[src/design/patch_pkg.sv]
package patch_pkg;

    // Pixel format
    localparam int pixel_width = 8;
    localparam int patch_lanes = 16;                       // One lane per kernel tap
    localparam int patch_bits  = pixel_width * patch_lanes; // 128 bit patch

    typedef logic [pixel_width-1:0] pixel_t;

    // One patch word, seen either as a flat vector or as pixel lanes
    // Lane index is kernel row * 4 + kernel column, lane 0 in the low bits
    typedef union packed {
        logic [patch_bits-1:0]     flat; // Storage and output view
        pixel_t [patch_lanes-1:0]  lane; // Packing view
    } patch_word_t;

endpackage

[src/design/image_ram.sv]
`timescale 1ns/1ps

module image_ram
    import patch_pkg::*;
#(
    parameter int max_img_dim = 16
) (
    input  logic clk,
    input  logic reset,
    // Host write port
    input  logic img_wr_en,
    input  logic [$clog2(max_img_dim * max_img_dim)-1:0] img_wr_addr,
    input  pixel_t img_wr_data,
    // Scanner read port
    input  logic rd_en,
    input  logic [$clog2(max_img_dim * max_img_dim)-1:0] rd_addr,
    output pixel_t rd_data,
    output logic rd_valid
);

    localparam int mem_words = max_img_dim * max_img_dim; // Largest image, row-major
    localparam int addr_bits = $clog2(mem_words);

    pixel_t mem [mem_words];

    logic [addr_bits-1:0] wr_index; // Write address into the array
    logic [addr_bits-1:0] rd_index;

    assign wr_index = img_wr_addr;
    assign rd_index = rd_addr;

    // Host side write
    always_ff @(posedge clk) begin
        if (img_wr_en) begin
            mem[wr_index] <= img_wr_data; // Pixel (r,c) sits at r*width + c
        end
    end

    // Registered read, data one cycle after rd_en
    always_ff @(posedge clk) begin
        if (rd_en) begin
            rd_data <= mem[rd_index];
        end
    end

    // Valid follows the read request by exactly one cycle
    always_ff @(posedge clk or posedge reset) begin
        if (reset) begin
            rd_valid <= 1'b0;
        end else begin
            rd_valid <= rd_en;
        end
    end

endmodule

[config.mk]
export PLATFORM = sky130hd
export DESIGN_NAME = image_ram
export DESIGN_NICKNAME = d
export VERILOG_FILES = /design/src/design/patch_pkg.sv /design/src/design/image_ram.sv
export SDC_FILE = /design/constraint.sdc
export NUM_CORES = 2
export LEC_CHECK = 0
export ABC_CLOCK_PERIOD_IN_PS = 2000
export BUFFER_PORTS_ARGS = -buffer_cell sky130_fd_sc_hd__buf_2
export CAP_MARGIN = 20
export CORE_MARGIN = 2
export CORE_UTILIZATION = 45
export CTS_BUF_LIST = sky130_fd_sc_hd__clkbuf_16
export DETAILED_ROUTE_END_ITERATION = 16
export PLACE_DENSITY = 0.7
export REMOVE_ABC_BUFFERS = 1
export SLEW_MARGIN = 10
export SYNTH_ARGS = -nofsm -noshare
export SYNTH_HDL_FRONTEND = slang
export SYNTH_SLANG_ARGS = --single-unit
[constraint.sdc]
create_clock -name clk -period 2 [get_ports clk]
set_input_delay 0.2 -clock clk [delete_from_list [all_inputs] [get_ports clk]]
set_output_delay 0.2 -clock clk [all_outputs]
set_load 0.03 [all_outputs]
; ---- Word level (Yosys, flattened, before mapping)
; Memories as Yosys holds them, arrays and structs flattened. A register that Yosys moved wholly into a read port is not among the register bits.
; Index checks and enable logic that the tools add are counted.
[totals]
ff_bits = 1
out_inout_bits = 9
word_cells = 4
in_bits = 28
mem_bits_rw = 2048
memories = 1
[mem_list]
columns = memory, depth, width, rd, rd_clocked_by_memory_dff, wr, line_no
row1 = mem, 256, 8, 1, 1, 1, image_ram.sv:24  ; pixel_t mem [mem_words];
[op_classes]
muxes = 2
[op_table]
columns = operator, n
row1 = two-way mux 1 bit, 2

; ---- Logic depth before layout (Yosys ltp)
[depth]
word_depth = 2
ltp_mapped = 11
ltp_nobuf = 6

; ---- Worst setup path after synthesis
; No wires, ideal clock.
[synth_timing]
path_kind = in2reg
from = input rd_addr[0]
to = register rd_data[4] (read register of mem) (data pin)
slack_ns = -0.309
n_path_buf = 4
setup_ns = 0.267
required_time_ns = 1.733
path_stages = 9
t_arrival_ns = 2.041
path_cell_list = buf_6 > buf_8 > buf_12 > buf_2 > mux4_2 > a22oi_1 > a21oi_1 > nor4_1 > nor3b_2
[synth_rtl]
columns = element, line_no
row1 = from (decl), image_ram.sv:16  ; input logic [$clog2(max_img_dim * max_img_dim)-1:0] rd_addr,
row2 = to (decl), image_ram.sv:17  ; output pixel_t rd_data,

==> results.cfg <==
[status]
status = complete, but fails checks
violations = setup timing

[logic_synthesis]
syn_area_um2 = 79950
synth_most_common_cell = edfxtp_1
ys_ff_latch = 2057
yosysTopAreaCell = edfxtp_1
ys_seq_area_share_pct = 77.26
synth_edf_count = 2056
syn_avg_cell_area_um2 = 21.25
synth_top_flop_cell = edfxtp_1
synth.distinct_cells = 64
ys_async_sr_fraction_pct = 0.04861
synth_area_leaders = edfxtp_1 77%, mux4_2 11%, mux2i_1 1.9%, nor2_1 1.3%, a22oi_1 1.3%
yosys-top-cells-count = 2056 x edfxtp_1, 404 x mux4_2, 287 x nor2_1
yosysTopAreaCellShare_pct = 77.22
ys_warn_count = 0
synthCells = 3763

[die]
die_w_um = 425.5
start_util_pct = 45.35
die_h_um = 425.5
core_um2 = 176300
rows = 154
ios = 37
die_area_um2 = 181100

[pwr]
power_density_nw_per_um2 = 933.0
ir_worst_vdd_uv = 1002
p_leak_uw = 0.03141

[layout]
drive_above_1_share_pct = 33.52
synthToLayoutAreaGrowth_pct = 19.35
fin_cells = 7042
register_area_um2 = 61760
postLayoutCoreUtil_pct = 54.12
multi_input_area_um2 = 17180
fillers = 13030
nets = 4572

[drt]
drt.antenna.violating_nets = 0
viasPerCell = 5.954
dr.pass1.iters = 5
drc_errors = 0
vias = 41930
wirelength_mm = 201.8
avgRoutedWirePerCell_um = 28.65
drt-initial-drc-count = 5909

[sta]
setup_ws_ps = -418.8
worstMarginPinSlew_ps = 1080
min_period_ps = 2419
fmax_mhz = 413.4
fin_crit_sh_pct = 120.9
setup_viol = 8
drv_slew = 0
finalHoldViolCount = 0
fin_skew_ps = 34.42
rsz0062_at_grt = true
fin_setup_tns_ps = -2094
slew_headroom_pct = 27.99

[clock_tree]
clk_pin_slew_ps = 60
cts.sinks = 2057
insertion_delay_ps = 840
cts_root_buf = clkbuf_16
numCtsBuffers = 195
cts_buffer_depth = 3
cts_max_level = 4
tritoncts = done
post-cts-setup-buffers = 0

[worst_setup_path]
crit_path_start_kind = register
cp-endpoint = rd_data[4]
cp_max_fo = 1
r2r_end = rd_data[4]
end_kind = register
crit_slowest_cell = mux4_2
crit_cells = 7
cpLargestDelayFamily = compound AO/OA/AOI/OAI gates
r2r_cells = 7
reg2reg_slack_ps = -420
cp.arrival_ps = 3020
cp.required_ps = 2600
cpPeakStageDelay_ps = 470
crit_type = reg2reg
r2r_start = mem[139][4]
cp_cell_sequence = mux4_2 > a22o_1 > a221oi_1 > o22ai_2 > nor3_4 > buf_4 > nor3b_2
crit_buf_inv = 1
worstSetupStartpoint = mem[139][4]

[placement]
port_buffers = 36
place.gp.congestion = 0.8615
dp_hpwl_mm = 132.2
dp_cells = 6681

[grt]
grt_use_total_pct = 22.34
grt_pass1_vias = 42480
antenna_found_initial = 8
grt_max_degree = 101
grt_pass1_wl_mm = 293.2
grt_overflow = 0

[hold_path]
hp-class = in2reg

[flow_run]
cap_violations = 0
timing repair:
action                                 in CTS  in global routing
cloned                                      0                  0
pin swaps                                  26                 21
endpoints found under the hold margin     541                  0
gates resized for setup                    77                 24
hold buffers                               11                  0
setup endpoints to repair                   8                  8
cells by family after synthesis:
logic type	synth area share, %
AOI/OAI and AO/OA	3.548
muxes	14.55
DFF	77.26
buffers and inverters	1.997
and+or+nand+nor	2.654
through the flow:
| stage | worst slack (ps) | hold slack [ps] | total power, µW | cell area, µm² |
|---|---|---|---|---|
| floorplan | -719.6 | -71.29 | 50190 | 78360 |
| global placement | -1707 | 31.82 | 53450 | 88550 |
| detailed placement | -1620 | 34.66 | 53530 | 88550 |
| CTS | -538.3 | 61.23 | 89390 | 95300 |
| global route | -428.1 | 130.2 | 91330 | 95420 |
| finish | -418.8 | 153.1 | 89030 | 95420 |
state kept, by name, indices dropped and copies added, names as in the netlist:
name	count
mem	2048
rd_data	8
rd_valid	1
final cells by class:
class	instances	area share (%)
flip-flops and latches	2057	64.73
multi-input cells	1469	18.01
repair buffers	818	7.642
clock buffers	198	5.192
well taps	2340	3.068
clock inverters	154	1.343
inverters	3	0.01180
diodes	3	0.007867
routing by layer:
metal | global-route usage [%] | wire [µm]
met1 | 30.74 | 77790
met3 | 3.919 | 18780
met5 | 0 | 12
met4 | 8.357 | 8101
met2 | 35.91 | 97070
worst min-delay path by stage:
| stage | to | startpoint | cells past startpoint | slack, ps |
|---|---|---|---|---|
| floorplan | rd_valid | reset | 1 | -70 |
| global placement | rd_valid | reset | 2 | 30 |
| detailed placement | rd_valid | reset | 2 | 30 |
| CTS | mem[223][6] | img_wr_addr[6] | 5 | 60 |
| global route | mem[223][6] | img_wr_addr[6] | 5 | 130 |
| finish | mem[223][6] | img_wr_addr[6] | 5 | 150 |
cell usage in the layout, fill, tap and decap left out, types with 15 or more instances in the layout:
master     netlist  layout
buf_4           22     681
inv_1            3      39
mux2i_1        153     153
nor2b_1         24      20
a22oi_1        135     128
mux4_2         404     406
clkinv_1         0      40
nand2_1         49      45
o221ai_1        42      42
buf_2           33      25
buf_12          12      89
a22o_1          16      15
clkinv_2         0      32
clkbuf_16        0     198
nand3_1         28      28
edfxtp_1      2056    2056
mux4_1          38      36
bufinv_16        0      19
a21oi_1         85      75
nor2_1         287     285
o22ai_1         42      40
power breakdown:
group | switching [µW] | internal, µW
logic | 3100 | 2130
registers | 55.3 | 47500
clock network | 15800 | 20400
total | 19000 | 70100
tightest hold or removal path: stages:
cell,delay [ps]
buf_2,180
nand3_1,120
buf_4,130
nor2_1,50
buf_4,140
Power figures use the tool's default switching activity.
