$ cat config.mk
export PLATFORM = sky130hd
export DESIGN_NAME = window_scanner
export DESIGN_NICKNAME = d
export VERILOG_FILES = /design/src/design/patch_pkg.sv /design/src/design/kernel_pkg.sv /design/src/design/window_scanner.sv
export SDC_FILE = /design/constraint.sdc
export NUM_CORES = 1
export LEC_CHECK = 0
export BUFFER_PORTS_ARGS = -buffer_cell sky130_fd_sc_hd__clkbuf_2
export CORE_MARGIN = 5
export CORE_UTILIZATION = 45
export CTS_BUF_LIST = sky130_fd_sc_hd__clkbuf_16
export DETAILED_ROUTE_END_ITERATION = 7
export PLACE_DENSITY_LB_ADDON = 0.2
export REMOVE_ABC_BUFFERS = 1
export SLEW_MARGIN = 20
export SYNTH_ARGS = -nofsm -noshare
export SYNTH_HDL_FRONTEND = slang
export SYNTH_SLANG_ARGS = --single-unit
$ cat constraint.sdc
create_clock -name clk -period 12.4 [get_ports clk]
set_input_delay 0.62 -clock clk [delete_from_list [all_inputs] [get_ports clk]]
set_output_delay 0.62 -clock clk [all_outputs]
set_load 0.05 [all_outputs]
$ cat src/design/patch_pkg.sv
package patch_pkg;

    // Pixel format
    localparam int pixel_width = 8;
    localparam int patch_lanes = 16;                       // One lane per kernel tap
    localparam int patch_bits  = pixel_width * patch_lanes; // 128 bit patch

    typedef logic [pixel_width-1:0] pixel_t;

    // One patch word, seen either as a flat vector or as pixel lanes
    // Lane index is kernel row * 4 + kernel column, lane 0 in the low bits
    typedef union packed {
        logic [patch_bits-1:0]     flat; // Storage and output view
        pixel_t [patch_lanes-1:0]  lane; // Packing view
    } patch_word_t;

endpackage

$ cat src/design/kernel_pkg.sv
package kernel_pkg;

    // Fixed 4x4 kernel
    localparam int kernel_w = 4;
    localparam int kernel_h = 4;

    // Number of kernel positions along one image axis
    // Zero when the kernel does not fit at all
    function automatic int out_dim(
        input int extent,  // Image width or height
        input int stride,  // Step between positions
        input int kext     // Kernel width or height
    );
        if (extent < kext) begin
            return 0;
        end
        return (extent - kext) / stride + 1;
    endfunction

endpackage

$ cat src/design/window_scanner.sv
`timescale 1ns/1ps

module window_scanner
    import patch_pkg::*;
    import kernel_pkg::*;
#(
    parameter int max_img_dim = 16,
    parameter int stride      = 1
) (
    input  logic clk,
    input  logic reset,
    // Control
    input  logic start,
    input  logic [$clog2(max_img_dim + 1)-1:0] img_w,
    input  logic [$clog2(max_img_dim + 1)-1:0] img_h,
    output logic busy,
    output logic done,
    // Image RAM read side
    output logic rd_en,
    output logic [$clog2(max_img_dim * max_img_dim)-1:0] rd_addr,
    input  pixel_t rd_data,
    input  logic rd_valid,
    // Patch FIFO write side
    output logic fifo_clear,
    output logic patch_wr,
    output patch_word_t patch_data
);

    localparam int dim_bits  = $clog2(max_img_dim + 1);          // Holds max_img_dim itself
    localparam int addr_bits = $clog2(max_img_dim * max_img_dim);
    localparam int max_out   = out_dim(max_img_dim, stride, kernel_w);
    localparam int cnt_bits  = $clog2(max_out * max_out + 1);    // Patch counter width
    localparam int kr_bits   = $clog2(kernel_h);
    localparam int kc_bits   = $clog2(kernel_w);
    localparam int lane_bits = $clog2(patch_lanes);

    typedef enum logic [2:0] {
        st_idle,  // Waiting for start
        st_size,  // Output dimensions being latched
        st_next,  // Decide on next patch or finish
        st_read,  // Issue one pixel read
        st_wait   // Wait for the pixel to come back
    } state_t;

    state_t state;

    // Latched configuration
    logic [dim_bits-1:0] img_w_r;
    logic [dim_bits-1:0] img_h_r;
    logic [dim_bits-1:0] out_w;
    logic [cnt_bits-1:0] total;

    logic [dim_bits-1:0] out_w_c; // Computed from the latched size
    logic [dim_bits-1:0] out_h_c;

    // Position counters
    logic [dim_bits-1:0] out_row;  // Output row of current patch
    logic [dim_bits-1:0] out_col;  // Output column of current patch
    logic [kr_bits-1:0]  kr;       // Kernel row offset
    logic [kc_bits-1:0]  kc;       // Kernel column offset
    logic [cnt_bits-1:0] patch_cnt;

    logic [lane_bits-1:0] lane_idx;
    logic                 last_lane;
    logic                 accept;
    logic [addr_bits-1:0] pix_row; // Absolute pixel row
    logic [addr_bits-1:0] pix_col; // Absolute pixel column

    patch_word_t patch_reg; // Lanes collected so far

    assign out_w_c = dim_bits'(out_dim(int'(img_w_r), stride, kernel_w));
    assign out_h_c = dim_bits'(out_dim(int'(img_h_r), stride, kernel_h));

    assign accept    = (state == st_idle) && start;
    assign lane_idx  = lane_bits'(int'(kr) * kernel_w + int'(kc));
    assign last_lane = (lane_idx == lane_bits'(patch_lanes - 1));

    // Pixel address, row * latched width + column
    assign pix_row = addr_bits'(int'(out_row) * stride + int'(kr));
    assign pix_col = addr_bits'(int'(out_col) * stride + int'(kc));
    assign rd_addr = addr_bits'(pix_row * img_w_r + pix_col);

    assign rd_en      = (state == st_read);
    assign busy       = (state != st_idle);
    assign fifo_clear = accept;                                  // Empty FIFO on a new run
    assign patch_wr   = (state == st_wait) && rd_valid && last_lane;

    // Last pixel goes straight into the pushed word
    always_comb begin
        patch_data = patch_reg;
        patch_data.lane[patch_lanes-1] = rd_data;
    end

    // Control FSM
    always_ff @(posedge clk or posedge reset) begin
        if (reset) begin
            state     <= st_idle;
            done      <= 1'b0;
            img_w_r   <= '0;
            img_h_r   <= '0;
            out_w     <= '0;
            total     <= '0;
            out_row   <= '0;
            out_col   <= '0;
            kr        <= '0;
            kc        <= '0;
            patch_cnt <= '0;
        end else begin
            case (state)
                st_idle: begin
                    if (start) begin
                        state     <= st_size;
                        done      <= 1'b0;   // Done drops as busy rises
                        img_w_r   <= img_w;
                        img_h_r   <= img_h;
                        out_row   <= '0;
                        out_col   <= '0;
                        kr        <= '0;
                        kc        <= '0;
                        patch_cnt <= '0;
                    end
                end
                st_size: begin
                    out_w <= out_w_c;
                    total <= cnt_bits'(int'(out_w_c) * int'(out_h_c)); // Zero if kernel does not fit
                    state <= st_next;
                end
                st_next: begin
                    if (patch_cnt == total) begin
                        done  <= 1'b1;
                        state <= st_idle;
                    end else begin
                        state <= st_read;
                    end
                end
                st_read: begin
                    state <= st_wait;        // Read is out, one cycle latency
                end
                st_wait: begin
                    if (rd_valid) begin
                        // Step through the kernel, row-major
                        if (kc == kc_bits'(kernel_w - 1)) begin
                            kc <= '0;
                            kr <= kr + 1'b1; // Wraps to 0 after last row
                        end else begin
                            kc <= kc + 1'b1;
                        end
                        if (last_lane) begin
                            patch_cnt <= patch_cnt + 1'b1;
                            if (out_col == out_w - 1'b1) begin
                                out_col <= '0;
                                out_row <= out_row + 1'b1;
                            end else begin
                                out_col <= out_col + 1'b1;
                            end
                            state <= st_next;
                        end else begin
                            state <= st_read;
                        end
                    end
                end
                default: state <= st_idle;
            endcase
        end
    end

    // Lane capture
    always_ff @(posedge clk) begin
        if (state == st_wait && rd_valid) begin
            patch_reg.lane[lane_idx] <= rd_data;
        end
    end

endmodule

# Word level (Yosys, flattened, before mapping)
# Index checks and enable logic that the tools add are counted.
# Widths: inputs -> output; s select.
[classes]
n_reduce_logical = 15
n_eq_ne = 14
order_cmp = 4
addsub = 14
n_mux = 35
n_mul = 2
[op_table]
columns = ["operator", "count"]
rows = [
  ["$bwmux 128", 1],
  ["$mux 5", 9],
  ["$demux 8 s4", 1],
  ["$mux 8", 4],
  ["$pmux 5 s2", 2],
  ["$pmux 8 s2", 1],
  ["$pmux 3 s5", 1],
  ["$add 5x2->6", 2],
  ["$mux 2", 6],
  ["$add 5x1->5 const B", 2],
  ["$add 5x2->5 const B", 2],
  ["$lt 5x3->1 const B", 2],
  ["$sub 5x3->5 const B", 2],
  ["$add 8x1->8 const B", 1],
  ["$add 8x6->8", 1],
  ["$eq 8x8->1", 1],
  ["$mul 5x5->8", 1],
  ["$mul 6x5->8", 1],
  ["$ne 2x2->1 const B", 4],
  ["$pmux 2 s2", 2],
  ["$reduce_and 4->1", 2],
  ["$eq 3x2->1 const B", 2],
  ["$mux 3", 2],
  ["$reduce_and 3->1", 2],
  ["other kinds (19)", 30],
]
[word_totals]
out_inout_bits = 141
input_bits = 22
wordCells = 96
register_bits = 177

# Longest topological paths before layout
# Gate-level depths: netlist (run 1).
[depth]
word_depth = 6
depth_mapped = 17

# Worst setup path before layout (run 1)
# OpenSTA, ideal clock, no wires.
[synth_timing]
path_kind = "register -> output"
from = "register kr[0]"
to = "output rd_addr[7]"
path_buffers = 0
slack_ps = 7282
stages_incl_launch_ff = 18
t_arrival_ps = 4498
cell_sequence = "dfrtp_1 -> ha_1 -> inv_1 -> fa_1 -> nand3b_1 -> xnor2_1 -> nand2_1 -> fa_1 -> fa_1 -> fa_1 -> inv_1 -> ha_1 -> inv_1 -> nor2_1 -> nor2_1 -> o21bai_1 -> a21oi_1 -> xnor2_1"
[synth_via]
elab_chain_len = 3
[synth_rtl]
columns = ["item", "line_no", "text"]
rows = [
  ["from (decl)", "window_scanner.sv:59", "logic [kr_bits-1:0] kr;"],
  ["from (signal assigned)", "window_scanner.sv:144", "kr <= kr + 1'b1;"],
  ["$add 5x2->6", "window_scanner.sv:79", "assign pix_row = addr_bits'(int'(out_row) * stride + int'(kr));"],
  ["$mul 6x5->8", "window_scanner.sv:81", "assign rd_addr = addr_bits'(pix_row * img_w_r + pix_col);"],
  ["$add 8x6->8", "window_scanner.sv:81", ""],
  ["to (decl)", "window_scanner.sv:20", "output logic [$clog2(max_img_dim * max_img_dim)-1:0] rd_addr,"],
]
# Every way passes these cells.

# Final worst setup path (run 1)
# Ends and elaborated chain as after synthesis.

==> flow_summary_export.csv, run 1 <==
group,metric,value,unit
cts,ctsHoldBuffers,0,
sta,relSlewSlack,42.3,%
worst_hold_path,hold_path.class,"primary input to async pin",
cts,clk_pin_slew_worst_paths,70,ps
synth,syn_inst,583,
global_route,track_usage,16.5,%
synth,async_flop_share,29.0,%
route,antenna_left,0,
place,detailed_place_hpwl,12300,um
power_and_ir_drop,comb_power_share,36.0,%
sta,worstMarginPinSlew,864,ps
cts,cts_resized,0,
synth,synth_top_area_share,45.0,%
synth,ys_seq_elements,169,
synth,netlist_area,0.00801,mm2
sta,hold_viol_final,0,
die,num_rows,48,
sta,finalCriticalPeriod,5550,ps
die,coreArea,0.0174,mm2
route,avgViaCountPerCell,5.00,
synth,ys_types,49,
setup_path,cp.arrival,4930,ps
cts,cts_sinks,169,
layout,multi_input_area,0.00289,mm2
place,dp_slack,7290,ps
route,postRouteWirelength,16400,um
global_route,grt_overflow_total,0,
setup_path,cp.required,11780,ps
synth,avgSynthCellArea,13.7,um2
route,wl_per_cell,16.7,um
setup_path,crit_start,"kr[0]",
sta,finalSetupViolations,0,
synth,synth.yosys.seq_area_share,60.3,%
cts,postCtsSetupBuffers,0,
cts,clockRootBuffer,"clkbuf_16",
setup_path,critical_path_class,"register to output port",
power_and_ir_drop,swShare,37.1,%
die,die_area,0.0206,mm2
cts,cts_buffers,17,
power_and_ir_drop,clockPowerShare,26.1,%
layout,area_growth,19.4,%
sta,fin_crit_sh,44.8,%
setup_path,reg2reg_depth,14,
route,dr.first_iter.drc_count,193,
place,place_congestion,0.830,
power_and_ir_drop,p_leak,4.16,nW
sta,finalClockSkew,6.43,ps
power_and_ir_drop,cellPowerDensity,203,mW/mm2
route,vias,4901,
route,firstDrtPassIters,4,
setup_path,cp-end-kind,"output port",
synth,yosys-top-cells-area,"edfxtp_1 (45%), dfrtp_1 (15%), ha_1 (6.6%)",
sta,setup_slack,6850,ps
die,ios,163,
synth,synth.cells.most_frequent,"edfxtp_1 (120), dfrtp_1 (49), ha_1 (42), inv_1 (41), nand2_1 (40)",
global_route,grt_pass1_wl,26400,um
setup_path,crit_fanout,5,
layout,drive_gt1_share,29.9,%
setup_path,r2r-end,"total[7]",
route,route.detailed.drc,0,
cts,clock_path_buffers,2,
die,die_x,143,um
sta,rsz0062_at_grt,"false",
global_route,grt_pass1_vias,4978,
sta,drv_slew,0,
sta,max_freq,0.180,GHz
layout,largest_reg_flops,120,
layout,num-fill-cells,1507,
cts,cts_tree,"yes",
synth,synth_largest_area_cell,"edfxtp_1",
die,start_util,46.1,%
layout,final_nets,832,
power_and_ir_drop,vdd_drop_max,0.220,mV
synth,synth_edf_count,120,
cts,htree_levels,4,
power_and_ir_drop,pwr-share-seq,37.9,%
setup_path,rrSetupSlack,8120,ps
power_and_ir_drop,cell_internal_pwr,0.00122,W
cts,worstSkewPairLatency,420,ps
layout,seq_area,0.00483,mm2
global_route,grt_max_degree,50,
status,status,"complete, no violations",
synth,synth.most_common_cell,"edfxtp_1",
synth,ys.warnings.count,0,
setup_path,reg2reg_from,"img_w_r[0]",
power_and_ir_drop,power.net_switching,0.000722,W
place,numPortBuffers,162,
synth,synthFlopType,"edfxtp_1",
run,drv_cap,0,
die,fp.dieH,143,um
setup_path,start_kind,"register",
global_route,antenna_found_initial,0,
sta,setup_tns,0,ps
layout,diodes,0,
cell usage in the layout, fill, tap and decap left out, drive strengths merged, types with 18 or more instances in the layout:
master and instances:
inv 48, ha 42, nor2 41, fa 25
xnor2 32, o21ai 18, dfrtp 49, nand2 40
clkbuf 179, and3 23, edfxtp 120
power groups by stage:
stage / clock [W] / combinational (W) / sequential (W)
global route: 0.000549 / 0.000803 / 0.000746
global placement: 0 / 0.000698 / 0.000743
detailed placement: 0 / 0.000714 / 0.000749
floorplan: 0 / 0.000543 / 0.000736
finish: 0.000507 / 0.000701 / 0.000737
CTS: 0.000517 / 0.000718 / 0.000737
cell type report:
cell class,instances,area share [%]
flip-flops and latches,169,50.5
inverters,41,1.62
multi-input cells,350,30.2
clock inverters,15,1.64
well taps,225,2.95
clock buffers,17,4.45
repair buffers,164,8.64
logic make-up after synthesis:
family                     Yosys count  share of synthesized area, %
AOI/OAI and AO/OA                   57                          4.86
xor gates and xnor gates            47                          5.31
adders and majority gates           67                          12.8
buffers and inverters               64                          3.70
DFF                                169                          60.3
muxes                               18                          2.49
and+or+nand+nor                    161                          10.5
per-layer routing:
layer / GRT usage (%) / share of wire, % / wire (um)
met1: 21.4 / 43 / 7000
met2: 28.2 / 49 / 7980
met3: 3.99 / 7.8 / 1280
met4: 4.11 / 0.90 / 148
met5: 0 / 0 / 0
worst max path at each step:
stage	to	slack [ps]	cells past startpoint
after floorplan	rd_addr[7]	7280	17
after global placement	rd_addr[7]	7370	18
after detailed placement	rd_addr[7]	7290	18
after CTS	rd_addr[7]	6800	18
after global routing	rd_addr[7]	6550	18
final	rd_addr[7]	6850	18
worst max-delay path, stage by stage (launching register included):
cell,delay [ps]
dfrtp_1,430
ha_1,200
inv_1,50
fa_1,400
nand3b_1,200
xnor2_1,300
nand2_1,120
fa_1,530
fa_1,440
fa_1,540
inv_1,40
ha_1,310
inv_1,80
nor2_1,50
nor2_1,150
o21bai_1,80
a21oi_1,170
xnor2_1,140
clkbuf_2,300
metrics by stage:
stage          hold slack [ps]  total power [W]  util, %  instance area (um2)  std cells
2_1_floorplan              469          0.00128        -                 7860        560
3_3_place_gp               490          0.00144     51.7                 8980        949
3_5_place_dp               502          0.00146     51.7                 8980        949
4_1_cts                    410          0.00197     55.1                 9560        981
5_1_grt                    406          0.00210     55.1                 9560        981
6_report                   337          0.00194     55.1                 9560        981
(Power assumes the default switching activity.)
==> inputs of run 2 (changes only) <==
Clock period 12.4 ns to 5.85 ns, I/O delays scaled along.
==> run 2 against run 1 <==
Against the previous run: the flow now finishes with violations (hold timing); clock-buffer cell count unchanged; first-iteration DRC count up 27%; sequential cell count is the same; sequential power grew 110%; cell area is 0.35% higher; worst setup slack got worse by 6300 ps; largest cell class unchanged; register-to-register slack worse by 6500 ps; total power grew 110%; sequential share of layout area is 0.18 points lower; hold slack got worse by 350 ps.
==> flow_summary_export.csv, run 2 (synthesis gave the netlist of run 1 again) <==
group,metric,value,unit
die,fp.dieH,143,um
sta,relSlewSlack,42.9,%
route,antenna_left,0,
layout,area_growth,19.8,%
setup_path,cp.required,5560,ps
cts,cts_sinks,169,
power_and_ir_drop,vdd_drop_max,0.476,mV
global_route,grt_use_met1,21.1,%
global_route,antenna_found_initial,0,
power_and_ir_drop,clockPowerShare,27.4,%
cts,ctsHoldBuffers,0,
sta,hold_viol_final,13,
sta,fin_crit_sh,89.9,%
run,drv_cap,0,
power_and_ir_drop,power.net_switching,0.00154,W
cts,htree_levels,4,
layout,seq_area,0.00483,mm2
setup_path,cp-end-kind,"output port",
sta,rsz0062_at_grt,"false",
setup_path,critical_path_class,"register to output port",
layout,final_cell_mix,"clkbuf_2 (162), edfxtp_1 (120), dfrtp_1 (49)",
setup_path,cp.arrival,4970,ps
power_and_ir_drop,p_leak,4.18,nW
route,vias,4958,
die,num_rows,48,
worst_hold_path,hold_path.class,"primary input to async pin",
layout,multi_input_area,0.00289,mm2
global_route,grt.busiest_layer,"met2",
power_and_ir_drop,cell_internal_pwr,0.00264,W
route,avgViaCountPerCell,5.05,
power_and_ir_drop,swShare,36.8,%
global_route,met3_usage,4.86,%
global_route,grt_pass1_vias,4961,
sta,setup_tns,0,ps
sta,setup_slack,591,ps
sta,max_freq,0.190,GHz
cts,clockRootBuffer,"clkbuf_16",
sta,hold_slack,-17.3,ps
status,violations,"hold timing",
route,postRouteWirelength,16600,um
setup_path,crit_fanout,5,
place,place_congestion,0.831,
die,coreArea,0.0174,mm2
layout,final_nets,832,
cts,clk_pin_slew_worst_paths,70,ps
layout,diodes,0,
status,status,"finished, violations left",
global_route,grt_pass1_wl,26200,um
sta,worstMarginPinSlew,856,ps
die,ios,163,
cts,cts_tree,"yes",
layout,mostFrequentLayoutCell,"clkbuf_2",
route,firstDrtPassIters,5,
cts,cts_buffers,17,
power_and_ir_drop,pwr-share-seq,37.3,%
cts,postCtsSetupBuffers,0,
cts,cts_resized,0,
cts,clock_path_buffers,2,
die,start_util,46.1,%
global_route,grt_max_degree,50,
setup_path,start_kind,"register",
die,die_x,143,um
global_route,grtUsageMet2,27.5,%
layout,num-fill-cells,1459,
global_route,track_usage,16.5,%
sta,finalCriticalPeriod,5260,ps
power_and_ir_drop,cellPowerDensity,436,mW/mm2
place,detailed_place_hpwl,12400,um
sta,drv_slew,0,
die,die_area,0.0206,mm2
sta,finalSetupViolations,0,
route,wl_per_cell,17.0,um
layout,largest_reg_flops,120,
power_and_ir_drop,comb_power_share,35.3,%
sta,finalClockSkew,13.6,ps
route,route.detailed.drc,0,
cts,worstSkewPairLatency,430,ps
setup_path,reg2reg_depth,14,
place,numPortBuffers,162,
layout,drive_gt1_share,30.0,%
place,dp_slack,1080,ps
route,dr.first_iter.drc_count,245,
global_route,grt_overflow_total,0,
run 2: final timing paths:
| path | from | endpoint | slack (ps) |
|---|---|---|---|
| min | reset | done | -20 |
| max | kr[0] | rd_addr[7] | 590 |
| min in group clk | img_h[4] | img_h_r[4] | 90 |
| min reg2reg | out_w[4] | out_w[4] | 500 |
| max in group asynchronous | reset | out_row[2] | 5340 |
| max reg2reg | img_w_r[0] | total[7] | 1610 |
run 2: layout make-up:
cell class                 count  area share, %
sequential                   169           50.3
multi-input combinational    350           30.1
timing repair buffer         164           8.61
clock buffer                  17           4.43
tap                          225           2.93
clock inverter                15           1.98
inverter                      41           1.62
run 2: power by group through the flow:
stage          clock (W)  sequential [W]  combinational (W)
2_1_floorplan          0         0.00156            0.00115
3_3_place_gp           0         0.00157            0.00148
3_5_place_dp           0         0.00159            0.00151
4_1_cts          0.00116         0.00156            0.00152
5_1_grt          0.00122         0.00158            0.00170
6_report         0.00115         0.00156            0.00147
run 2: per-layer routing:
metal | part of all wire (%) | routed length [um] | vias to the layer above
met2 | 47 | 7870 | 178
met4 | 1.4 | 235 | 0
met1 | 44 | 7230 | 2411
met5 | 0 | 0 | -
met3 | 7.7 | 1290 | 19
li1 | - | - | 2350
run 2: worst max-delay path: stages (launching register included):
cell	delay, ps
dfrtp_1	420
ha_1	200
inv_1	50
fa_1	400
nand3b_1	190
xnor2_1	310
nand2_1	140
fa_1	540
fa_1	440
fa_1	540
inv_1	40
ha_1	300
inv_1	80
nor2_1	50
nor2_1	150
o21bai_1	80
a21oi_1	170
xnor2_1	130
clkbuf_2	290
run 2: metrics by stage:
step	total power, W	cell area (um2)	hold slack (ps)	util [%]	std cells
after global routing	0.00450	9590	64.0	55.3	981
after global placement	0.00305	8980	490	51.7	949
after CTS	0.00425	9590	73.9	55.3	981
after detailed placement	0.00310	8980	496	51.7	949
final	0.00418	9590	-17.3	55.3	981
after floorplan	0.00271	7860	391	-	560
